--- src/design/link_pkg.sv ---
// Serial link package
// Frame constants shared by the serial transmitter and receiver.
// A frame is one low start bit, the data bits lsb first and one high stop bit.

`default_nettype none

package link_pkg;

	localparam int BIT_CYCLES      = 8; // clocks per serial bit
	localparam int FRAME_DATA_BITS = 8;

	localparam logic LINE_IDLE = 1'b1; // idle and stop level

endpackage

`default_nettype wire

--- src/design/node_pkg.sv ---
// Node package
// State codes, master-port instruction codes and the seven-segment type
// shared by the increment node and its transmitter.

`default_nettype none

package node_pkg;

	typedef enum logic [1:0]
	{
		idle                  = 2'd0,
		display_and_increment = 2'd1,
		data_send             = 2'd2
	} node_state_t;

	typedef enum logic [1:0]
	{
		instr_none = 2'b00,
		instr_send = 2'b10 // ask the master port to send m_data
	} instr_t;

	typedef logic [6:0] seg_t; // bit 0 is segment a, bit 6 is g, 1 = lit

	localparam int WAIT_CYCLES_DEFAULT = 20; // cycles shown before increment

endpackage

`default_nettype wire

--- src/design/increment_node.sv ---
// Increment node controller
// Takes a byte from the slave port (or the switches on a button press),
// shows it on two digits, waits, adds one and hands the byte to the
// master port. The switch path sends the byte unchanged.

`timescale 1ns/1ps
`default_nettype none

module increment_node
	import node_pkg::*;
#(
	parameter int WAIT_CYCLES = WAIT_CYCLES_DEFAULT
)
(
	input wire        clk,
	input wire        reset,
	input wire        button,
	input wire        mode_switch,
	input wire  [7:0] sw_data,
	input wire  [7:0] s_data,
	input wire        s_write_en,
	input wire        m_tx_done,
	output wire [7:0] m_data,
	output instr_t    m_instruction,
	output wire seg_t display_low,
	output wire seg_t display_high
);

	localparam int CNT_W = $clog2(WAIT_CYCLES + 2);

	node_state_t      state;
	logic [7:0]       value; // byte on the displays and the master port
	logic [CNT_W-1:0] wait_cnt;

	assign m_data = value; // value is stable for the whole data_send state

	seg7_decoder i_digit_low
	(
		.clk      (clk),
		.reset    (reset),
		.nibble   (value[3:0]),
		.segments (display_low)
	);

	seg7_decoder i_digit_high
	(
		.clk      (clk),
		.reset    (reset),
		.nibble   (value[7:4]),
		.segments (display_high)
	);

	always_ff @(posedge clk or posedge reset)
	begin
		if (reset)
		begin
			state         <= idle;
			value         <= 8'd0;
			wait_cnt      <= '0;
			m_instruction <= instr_none;
		end
		else
		begin
			case (state)
				idle:
				begin
					wait_cnt      <= '0;
					m_instruction <= instr_none;
					if (mode_switch && s_write_en) // received byte wins over the button
					begin
						value <= s_data;
						state <= display_and_increment;
					end
					else if (mode_switch && button)
					begin
						value <= sw_data; // sent as is
						state <= data_send;
					end
				end
				display_and_increment:
				begin
					if (wait_cnt == CNT_W'(WAIT_CYCLES))
					begin
						wait_cnt <= '0;
						value    <= value + 8'd1; // wraps at 8 bits
						state    <= data_send;
					end
					else
						wait_cnt <= wait_cnt + 1'b1;
				end
				data_send:
				begin
					if (m_tx_done)
					begin
						m_instruction <= instr_none; // drop it with done so no resend
						state         <= idle;
					end
					else
						m_instruction <= instr_send;
				end
				default:
				begin
					m_instruction <= instr_none;
					state         <= idle;
				end
			endcase
		end
	end

	// the transmitter is only asked to send while the node waits for done
	a_instr_only_in_send: assert property (@(posedge clk) disable iff (reset)
		(m_instruction == instr_send) |-> (state == data_send));

	a_state_legal: assert property (@(posedge clk) disable iff (reset)
		state inside {idle, display_and_increment, data_send});

endmodule

`default_nettype wire

--- src/design/increment_top.sv ---
// Increment node top level
// Joins the node controller with its serial transmitter (master port)
// and serial receiver (slave port).

`timescale 1ns/1ps
`default_nettype none

module increment_top
	import node_pkg::*;
(
	input wire        clk,
	input wire        reset,
	input wire        button,
	input wire        mode_switch,
	input wire  [7:0] sw_data,
	input wire        rx_line,
	output wire       tx_line,
	output wire seg_t display_low,
	output wire seg_t display_high
);

	wire instr_t m_instruction;
	wire [7:0]   m_data;
	wire         m_tx_done;
	wire [7:0]   s_data;
	wire         s_write_en;

	increment_node i_node
	(
		.clk           (clk),
		.reset         (reset),
		.button        (button),
		.mode_switch   (mode_switch),
		.sw_data       (sw_data),
		.s_data        (s_data),
		.s_write_en    (s_write_en),
		.m_tx_done     (m_tx_done),
		.m_data        (m_data),
		.m_instruction (m_instruction),
		.display_low   (display_low),
		.display_high  (display_high)
	);

	serial_tx i_tx
	(
		.clk           (clk),
		.reset         (reset),
		.m_instruction (m_instruction),
		.m_data        (m_data),
		.m_tx_done     (m_tx_done),
		.tx_line       (tx_line)
	);

	serial_rx i_rx
	(
		.clk        (clk),
		.reset      (reset),
		.rx_line    (rx_line),
		.s_data     (s_data),
		.s_write_en (s_write_en)
	);

endmodule

`default_nettype wire

--- src/design/seg7_decoder.sv ---
// Seven-segment decoder
// Registers the hex digit pattern of a 4-bit nibble, one cycle of latency.

`timescale 1ns/1ps
`default_nettype none

module seg7_decoder
	import node_pkg::*;
(
	input wire       clk,
	input wire       reset,
	input wire [3:0] nibble,
	output seg_t     segments
);

	seg_t pattern;

	always_comb
	begin
		case (nibble)
			4'h0: pattern = 7'h3f;
			4'h1: pattern = 7'h06;
			4'h2: pattern = 7'h5b;
			4'h3: pattern = 7'h4f;
			4'h4: pattern = 7'h66;
			4'h5: pattern = 7'h6d;
			4'h6: pattern = 7'h7d;
			4'h7: pattern = 7'h07;
			4'h8: pattern = 7'h7f;
			4'h9: pattern = 7'h6f;
			4'ha: pattern = 7'h77;
			4'hb: pattern = 7'h7c; // lower case b
			4'hc: pattern = 7'h39;
			4'hd: pattern = 7'h5e; // lower case d
			4'he: pattern = 7'h79;
			default: pattern = 7'h71;
		endcase
	end

	always_ff @(posedge clk or posedge reset)
	begin
		if (reset)
			segments <= 7'h3f; // shows 0
		else
			segments <= pattern;
	end

endmodule

`default_nettype wire

--- src/design/serial_rx.sv ---
// Serial receiver (slave port)
// Synchronizes rx_line, finds the start bit, samples each bit at mid-bit
// and strobes s_write_en when the stop bit is high.

`timescale 1ns/1ps
`default_nettype none

module serial_rx
	import link_pkg::*;
(
	input wire         clk,
	input wire         reset,
	input wire         rx_line,
	output wire  [7:0] s_data,
	output logic       s_write_en
);

	localparam int CYC_W = $clog2(BIT_CYCLES + 1);
	localparam int BIT_W = $clog2(FRAME_DATA_BITS + 1);

	typedef enum logic [1:0] {rx_idle, rx_start, rx_data, rx_stop} rx_state_t;

	rx_state_t                  state;
	logic                       rx_meta;
	logic                       rx_sync;
	logic                       rx_sync_d; // for the falling edge
	logic [CYC_W-1:0]           cyc_cnt;
	logic [BIT_W-1:0]           bit_cnt;
	logic [FRAME_DATA_BITS-1:0] data_sr;
	logic                       mid_bit;

	assign s_data  = data_sr; // only valid with the strobe
	assign mid_bit = (cyc_cnt == CYC_W'(BIT_CYCLES - 1));

	always_ff @(posedge clk or posedge reset)
	begin
		if (reset)
		begin
			rx_meta    <= LINE_IDLE;
			rx_sync    <= LINE_IDLE;
			rx_sync_d  <= LINE_IDLE;
			state      <= rx_idle;
			cyc_cnt    <= '0;
			bit_cnt    <= '0;
			s_write_en <= 1'b0;
		end
		else
		begin
			rx_meta    <= rx_line;
			rx_sync    <= rx_meta;
			rx_sync_d  <= rx_sync;
			s_write_en <= 1'b0;
			cyc_cnt    <= cyc_cnt + 1'b1;
			case (state)
				rx_idle:
				begin
					cyc_cnt <= '0;
					bit_cnt <= '0;
					if (rx_sync_d == LINE_IDLE && rx_sync != LINE_IDLE)
						state <= rx_start;
				end
				rx_start:
					if (cyc_cnt == CYC_W'(BIT_CYCLES / 2 - 1)) // middle of start bit
					begin
						cyc_cnt <= '0;
						state   <= (rx_sync != LINE_IDLE) ? rx_data : rx_idle; // glitch check
					end
				rx_data:
					if (mid_bit)
					begin
						cyc_cnt <= '0;
						bit_cnt <= bit_cnt + 1'b1;
						if (bit_cnt == BIT_W'(FRAME_DATA_BITS - 1))
							state <= rx_stop;
					end
				default:
					if (mid_bit)
					begin
						s_write_en <= (rx_sync == LINE_IDLE); // low stop bit drops the frame
						state      <= rx_idle;
					end
			endcase
		end
	end

	always_ff @(posedge clk)
	begin
		if (state == rx_data && mid_bit)
			data_sr <= {rx_sync, data_sr[FRAME_DATA_BITS-1:1]}; // lsb arrives first
	end

	a_strobe_single: assert property (@(posedge clk) disable iff (reset)
		s_write_en |=> !s_write_en);

endmodule

`default_nettype wire

--- src/design/serial_tx.sv ---
// Serial transmitter (master port)
// Frames m_data as start bit, data lsb first and stop bit when asked by
// instr_send, then pulses m_tx_done for one cycle.

`timescale 1ns/1ps
`default_nettype none

module serial_tx
	import node_pkg::*;
	import link_pkg::*;
(
	input wire       clk,
	input wire       reset,
	input wire instr_t m_instruction,
	input wire [7:0] m_data,
	output logic     m_tx_done,
	output logic     tx_line
);

	localparam int CYC_W = $clog2(BIT_CYCLES + 1);
	localparam int BIT_W = $clog2(FRAME_DATA_BITS + 2);

	logic                       busy;
	logic [CYC_W-1:0]           cyc_cnt;
	logic [BIT_W-1:0]           bit_idx; // 0 is start, FRAME_DATA_BITS+1 is stop
	logic [FRAME_DATA_BITS-1:0] data_sr;
	logic                       start;
	logic                       bit_end;
	logic                       last_bit;

	assign start    = !busy && !m_tx_done && (m_instruction == instr_send);
	assign bit_end  = busy && (cyc_cnt == CYC_W'(BIT_CYCLES - 1));
	assign last_bit = (bit_idx == BIT_W'(FRAME_DATA_BITS + 1));

	always_ff @(posedge clk or posedge reset)
	begin
		if (reset)
		begin
			busy      <= 1'b0;
			cyc_cnt   <= '0;
			bit_idx   <= '0;
			m_tx_done <= 1'b0;
			tx_line   <= LINE_IDLE;
		end
		else
		begin
			m_tx_done <= 1'b0;
			if (start)
			begin
				busy    <= 1'b1;
				cyc_cnt <= '0;
				bit_idx <= '0;
				tx_line <= ~LINE_IDLE; // start bit
			end
			else if (bit_end)
			begin
				cyc_cnt <= '0;
				if (last_bit)
				begin
					busy      <= 1'b0;
					m_tx_done <= 1'b1;
					tx_line   <= LINE_IDLE;
				end
				else
				begin
					bit_idx <= bit_idx + 1'b1;
					tx_line <= data_sr[0]; // stop level once the data is shifted out
				end
			end
			else if (busy)
				cyc_cnt <= cyc_cnt + 1'b1;
		end
	end

	always_ff @(posedge clk)
	begin
		if (start)
			data_sr <= m_data;
		else if (bit_end && !last_bit)
			data_sr <= {LINE_IDLE, data_sr[FRAME_DATA_BITS-1:1]};
	end

	a_done_single: assert property (@(posedge clk) disable iff (reset)
		m_tx_done |=> !m_tx_done);

endmodule

`default_nettype wire

--- config.mk ---
export PLATFORM = sky130hd
export DESIGN_NAME = increment_top
export DESIGN_NICKNAME = d
export VERILOG_FILES = /design/src/design/link_pkg.sv /design/src/design/node_pkg.sv /design/src/design/increment_node.sv /design/src/design/increment_top.sv /design/src/design/seg7_decoder.sv /design/src/design/serial_rx.sv /design/src/design/serial_tx.sv
export SDC_FILE = /design/constraint.sdc
export NUM_CORES = 1
export LEC_CHECK = 0
export ABC_AREA = 1
export BUFFER_PORTS_ARGS = -buffer_cell sky130_fd_sc_hd__clkbuf_2
export CORE_MARGIN = 2
export CORE_UTILIZATION = 60
export DETAILED_ROUTE_END_ITERATION = 8
export GPL_TIMING_DRIVEN = 0
export PLACE_DENSITY_LB_ADDON = 0.12
export SLEW_MARGIN = 40
export SYNTH_ARGS = -nofsm -noshare
export SYNTH_HDL_FRONTEND = slang
export SYNTH_HIERARCHICAL = 1
export SYNTH_SLANG_ARGS = --single-unit
--- constraint.sdc ---
create_clock -name clk -period 1.57 [get_ports clk]
set_input_delay 0 -clock clk [delete_from_list [all_inputs] [get_ports clk]]
set_output_delay 0 -clock clk [all_outputs]
set_load 0.05 [all_outputs]
Word-level counts from Yosys, hierarchy flattened
Memory sizes are Yosys's and may differ from the RTL's. A register that Yosys moved wholly into a read port is not among the register bits.
Cells that the tools add are included.
Word-level totals
  output and inout bits: 15
  flip-flop bits (word level): 58
  input port bits: 13
  ROM bits: 224
  word-level logic and storage cells: 117
  memories kept: 2
Memory list
  (no name shown): words 16, width 7, read ports 1, clocked after memory_dff 1, wr ports 0, RTL line seg7_decoder.sv:20  | case (nibble)
  (no name shown): words 16, width 7, read ports 1, clocked after memory_dff 1, wr ports 0, RTL line seg7_decoder.sv:20
Operators by class
  bitwise logic cells: 1
  mux-type cells: 44
  add/subtract/negate cells: 6
  reduce and logical (&&, ||, !) cells: 27
  equal/unequal tests: 19
Operators by type and width (count)
  $mux W8: 5
  $mux W4: 9
  $mux W2: 11
  $add A4 B1 Y4 const B: 4
  $pmux W8 S2: 1
  $ne A2 B1 Y1 const B: 7
  $eq A4 B3 Y1 const B: 3
  $pmux W2 S3: 2
  $pmux W4 S3: 1
  $mux W1: 11
  $pmux W5 S2: 1
  $reduce_bool A2 Y1: 5
  $add A8 B1 Y8 const B: 1
  $logic_and A1 B1 Y1: 8
  $pmux W4 S2: 1
  $eq A2 B2 Y1 const B: 3
  $reduce_and A2 Y1: 3
  $reduce_and A3 Y1: 2
  $reduce_bool A3 Y1: 2
  $add A5 B1 Y5 const B: 1
  $eq A5 B5 Y1 const B: 1
  $mux W5: 1
  $reduce_and A5 Y1: 1
  $eq A2 B1 Y1 const B: 2
  other kinds (8): 11

Longest topological paths before layout
  depth in word-level cells: 5
  depth in mapped cells: 9
  depth with buffers taken out: 9

Cells and area by module
Netlist, hierarchy kept.
Modules (own cells, without submodules)
  increment_node: area an instance 1034.7 um2, cells an instance 146, instances 1, seq. area each 400.4 um2
  serial_tx: area an instance 940.9 um2, cells an instance 100, instances 1, seq. area each 516.7 um2
  seg7_decoder: area an instance 456.7 um2, cells an instance 60, instances 2, seq. area each 182.7 um2
  serial_rx: area an instance 889.6 um2, cells an instance 83, instances 1, seq. area each 594.3 um2

Worst setup path before layout
OpenSTA, ideal clock, no wires.
  path kind: register to register
  from: register i_tx.cyc_cnt[0]
  to: register i_tx.data_sr[0] (enable)
  data arrival time: 1017 ps
  library setup time: 307 ps
  clock period less this slack: 1323 ps
  required time: 1263 ps
  setup slack: 247 ps
  buffers on the path: 0
  stages on the path, launching flop included: 6
  path through: dfrtp_1 ha_1 nand3_2 nor2_4 nand2_4 nand2_4
On the way
  longest elaborated chain between the ends: 4
Ends and longest elaborated chain
  start, declared: RTL line serial_tx.sv:24  | logic [CYC_W-1:0] cyc_cnt;
  start signal, assigned: RTL line serial_tx.sv:71  | cyc_cnt <= cyc_cnt + 1'b1;
  $eq A4 B3 Y1: RTL line serial_tx.sv:32  | assign bit_end = busy && (cyc_cnt == CYC_W'(BIT_CYCLES - 1));
  $logic_and A1 B1 Y1: RTL line serial_tx.sv:32
  $logic_and A1 B1 Y1: RTL line serial_tx.sv:79  | else if (bit_end && !last_bit)
  $reduce_bool A2 Y1 (no line)
  end signal, assigned: RTL line serial_tx.sv:78  | data_sr <= m_data;
  end signal, assigned: RTL line serial_tx.sv:80  | data_sr <= {LINE_IDLE, data_sr[FRAME_DATA_BITS-1:1]};
  end, declared: RTL line serial_tx.sv:26  | logic [FRAME_DATA_BITS-1:0] data_sr;
Every way passes these cells.
A chain may end at the register's enable or synchronous reset.

Worst setup path after layout
  from: register i_tx.cyc_cnt[1]
  to: register i_tx.data_sr[4] (enable)
The elaborated chain is that of the path after synthesis.

==> results.ini <==
[placed_design]
dp.cells=551
post-place-ws_ps=23.2
portBuffers=27
post-dp-hpwl_um=5010
place_area_um2=4010
place_congestion=0.843

[synth]
synth_area_leaders=dfrtp_1 (26%), nand2_1 (16%), edfxtp_1 (13%)
synth_area_um2=3780
syn_inst=449
ys_types=32
ys_warn_count=6
synth.top_cell.area_share=0.258
syn_nets=484
ys_ff_latch=71
ys_seq_area_frac=0.497
avgSynthCellArea_um2=8.42
yosys.area.top_type=dfrtp_1

[timing]
maxSlewViolCount=0
post-route-period-util=0.921
tightest_slew_ps=627
relSlewSlack=0.582
finalHoldViolations=0
fin_skew_ps=10.8
fin_crit_ps=1450
worst_slack_ps=125
setup_viol=0
rsz0062_at_grt=true
fmax_mhz=692

[layout]
n_antenna_cell=0
fillers=480
layout_common_cells=nand2_1 (157), inv_1 (46), nor2_1 (39)
final_nets=527
drive_above_1_share=0.183
postLayoutCellArea_um2=4230
layout_commonest_cell=nand2_1
stdcell_count=572
area.growth.synth_to_final_pct=12.1

[critical_path]
cp.arrival_ps=1470
critPathTopFamily=simple AND/OR/NAND/NOR gates
worstSetupStartpointType=register
crit_slowest_cell=dfrtp_1
crit_buf_inv=0
max_stage_delay_ps=390
crit_chain=ha_1 -> nand3_2 -> nor2_4 -> nand2_4 -> nand2_4
worst-path-max-fanout=11
worst-setup-path-type=register to register
critPathCaptureType=register
cp_common_cell=nand2_4
cp.required_ps=1600

[grt]
grt_usage=0.214
overflow=0
grt_antenna_before_repair=0
grt_pass1_vias=2784
grt_pass1_wl_um=12100
grt_max_degree=17

[die]
core_area_um2=5990
die_area_um2=6950
start_util=0.631
die_w_um=83.4
pin_count=28
row_count=28
fp.dieH_um=83.4

[status]
status=finished clean

[cts]
tritoncts=done
cts.root.buffer_cell=clkbuf_8
cts.reportedPaths.clkPinSlew_ps=60
cts.sinks=71
cts-root-to-sink-buffers=2
numCtsBuffers=9
clk_latency_ps=340
cts_setup_buffers=0
htreeDepth=3

[min_path]
hp-class=primary input to register

[route]
drc=0
routed_wl_um=6840
wl_per_cell_um=11.9
ant_nets=0
firstDrtPassIters=4
first_iter_violations=155
viasPerCell=5.15
vias=2945

[pwr]
leakagePower_nw=2.08
ir_drop_mv=1.02
power_density_nw_per_um2=1750
finalPower_mw=7.40

[flow_run]
max_cap_viol_count=0

what timing repair did:
action                                 CTS  global route
endpoints found under the hold margin   54             0
hold buffers                             4             0
gates resized for setup                  0             8
setup endpoints to repair                0            18
power by group:
group	internal (mW)	total [mW]	switching, mW
Sequential	2.54	3.08	0.535
Combinational	0.980	3.08	2.10
Clock	0.615	1.23	0.620
synth_stat cells:
cell type,count
o22ai_1,2
o21ai_0,26
o21ai_1,2
a21boi_0,1
inv_6,1
dfrtp_1,39
or2_2,1
buf_6,2
buf_4,3
o21bai_1,3
nor3_1,1
conb_1,1
xor2_1,5
ha_1,22
nand3_2,1
nand3_4,2
nand2_1,158
a31oi_1,1
nand2_2,6
edfxtp_1,16
o21ai_2,3
a21oi_1,3
nor2_1,39
nor2_4,3
inv_1,47
nand3_1,33
nand2_4,2
xnor2_1,2
dfstp_2,16
nand4_1,4
a22o_2,1
inv_2,3
worst reg2reg max path: stages, from the launching register on:
cell and delay (ps):
dfrtp_1 390, ha_1 230, nand3_2 120, nor2_4 160
nand2_4 90, nand2_4 150
cell type report:
cell class	instances	area, um2	area share
flip-flops and latches	71	1880	0.444
multi-input cells	322	1670	0.394
inverters	51	200	0.0473
repair buffers	31	175	0.0414
clock buffers	14	153	0.0361
well taps	75	93.8	0.0222
plain buffers	5	45.0	0.0106
clock inverters	2	10.0	0.00236
repair inverters	1	7.51	0.00177
per-stage QoR:
| step | hold WS [ps] | util | setup TNS, ps |
|---|---|---|---|
| 4_1_cts | 7.09 | 0.703 | 0 |
| 3_5_place_dp | 29.8 | 0.669 | 0 |
| 2_1_floorplan | -201 | - | 0 |
| 5_1_grt | 71.4 | 0.707 | -1.66 |
| 3_3_place_gp | 19.4 | 0.669 | 0 |
| 6_report | 17.9 | 0.707 | 0 |
registers in the layout, indices dropped and copies added, names as in the netlist:
signal / flops
i_rx/s_write_en: 1
i_tx/tx_line: 1
i_tx/m_tx_done: 1
i_rx/bit_cnt: 4
i_tx/busy: 1
i_rx/rx_sync: 1
i_node/wait_cnt: 5
i_rx/rx_meta: 1
i_rx/rx_sync_d: 1
i_rx/cyc_cnt: 4
i_node/i_digit_high/segments: 7
i_rx/s_data: 8
i_node/i_digit_low/segments: 7
i_tx/data_sr: 8
i_rx/state: 2
i_tx/cyc_cnt: 4
i_node/m_data: 8
i_tx/bit_idx: 4
i_node/m_instruction: 1
i_node/state: 2
cells by family (layout without fill, tap and decap cells):
logic type                 Yosys count  in the layout  synth area share
adders and majority gates           22             22            0.0728
xor gates and xnor gates             7              7            0.0162
other                                1              1          0.000992
buffers and inverters               56            104            0.0639
and+or+nand+nor                    250            250             0.286
AOI/OAI and AO/OA                   42             42            0.0636
DFF                                 71             71             0.497
per-layer routing:
metal  GRT usage  up-vias  wire [um]
li1            -     1509          -
met1       0.279     1392       3240
met2       0.357       35       3290
met3      0.0328        9        195
met4      0.0894        0        111
met5           0        -          0
path summary, 6_finish.rpt:
kind / slack, ps / start / to / depth (start not counted)
max: 120 / i_tx/cyc_cnt[1] / i_tx/data_sr[4] / 5
min: 20 / sw_data[6] / i_node/m_data[6] / 5
max reg2reg: 120 / i_tx/cyc_cnt[1] / i_tx/data_sr[4] / 5
min reg2reg: 360 / i_rx/rx_meta / i_rx/rx_sync / 0
max in group asynchronous: 760 / reset / i_node/m_data[0] / 3
min in group asynchronous: 200 / reset / i_node/i_digit_low/segments[6] / 3
Power figures use the tool's default switching activity.
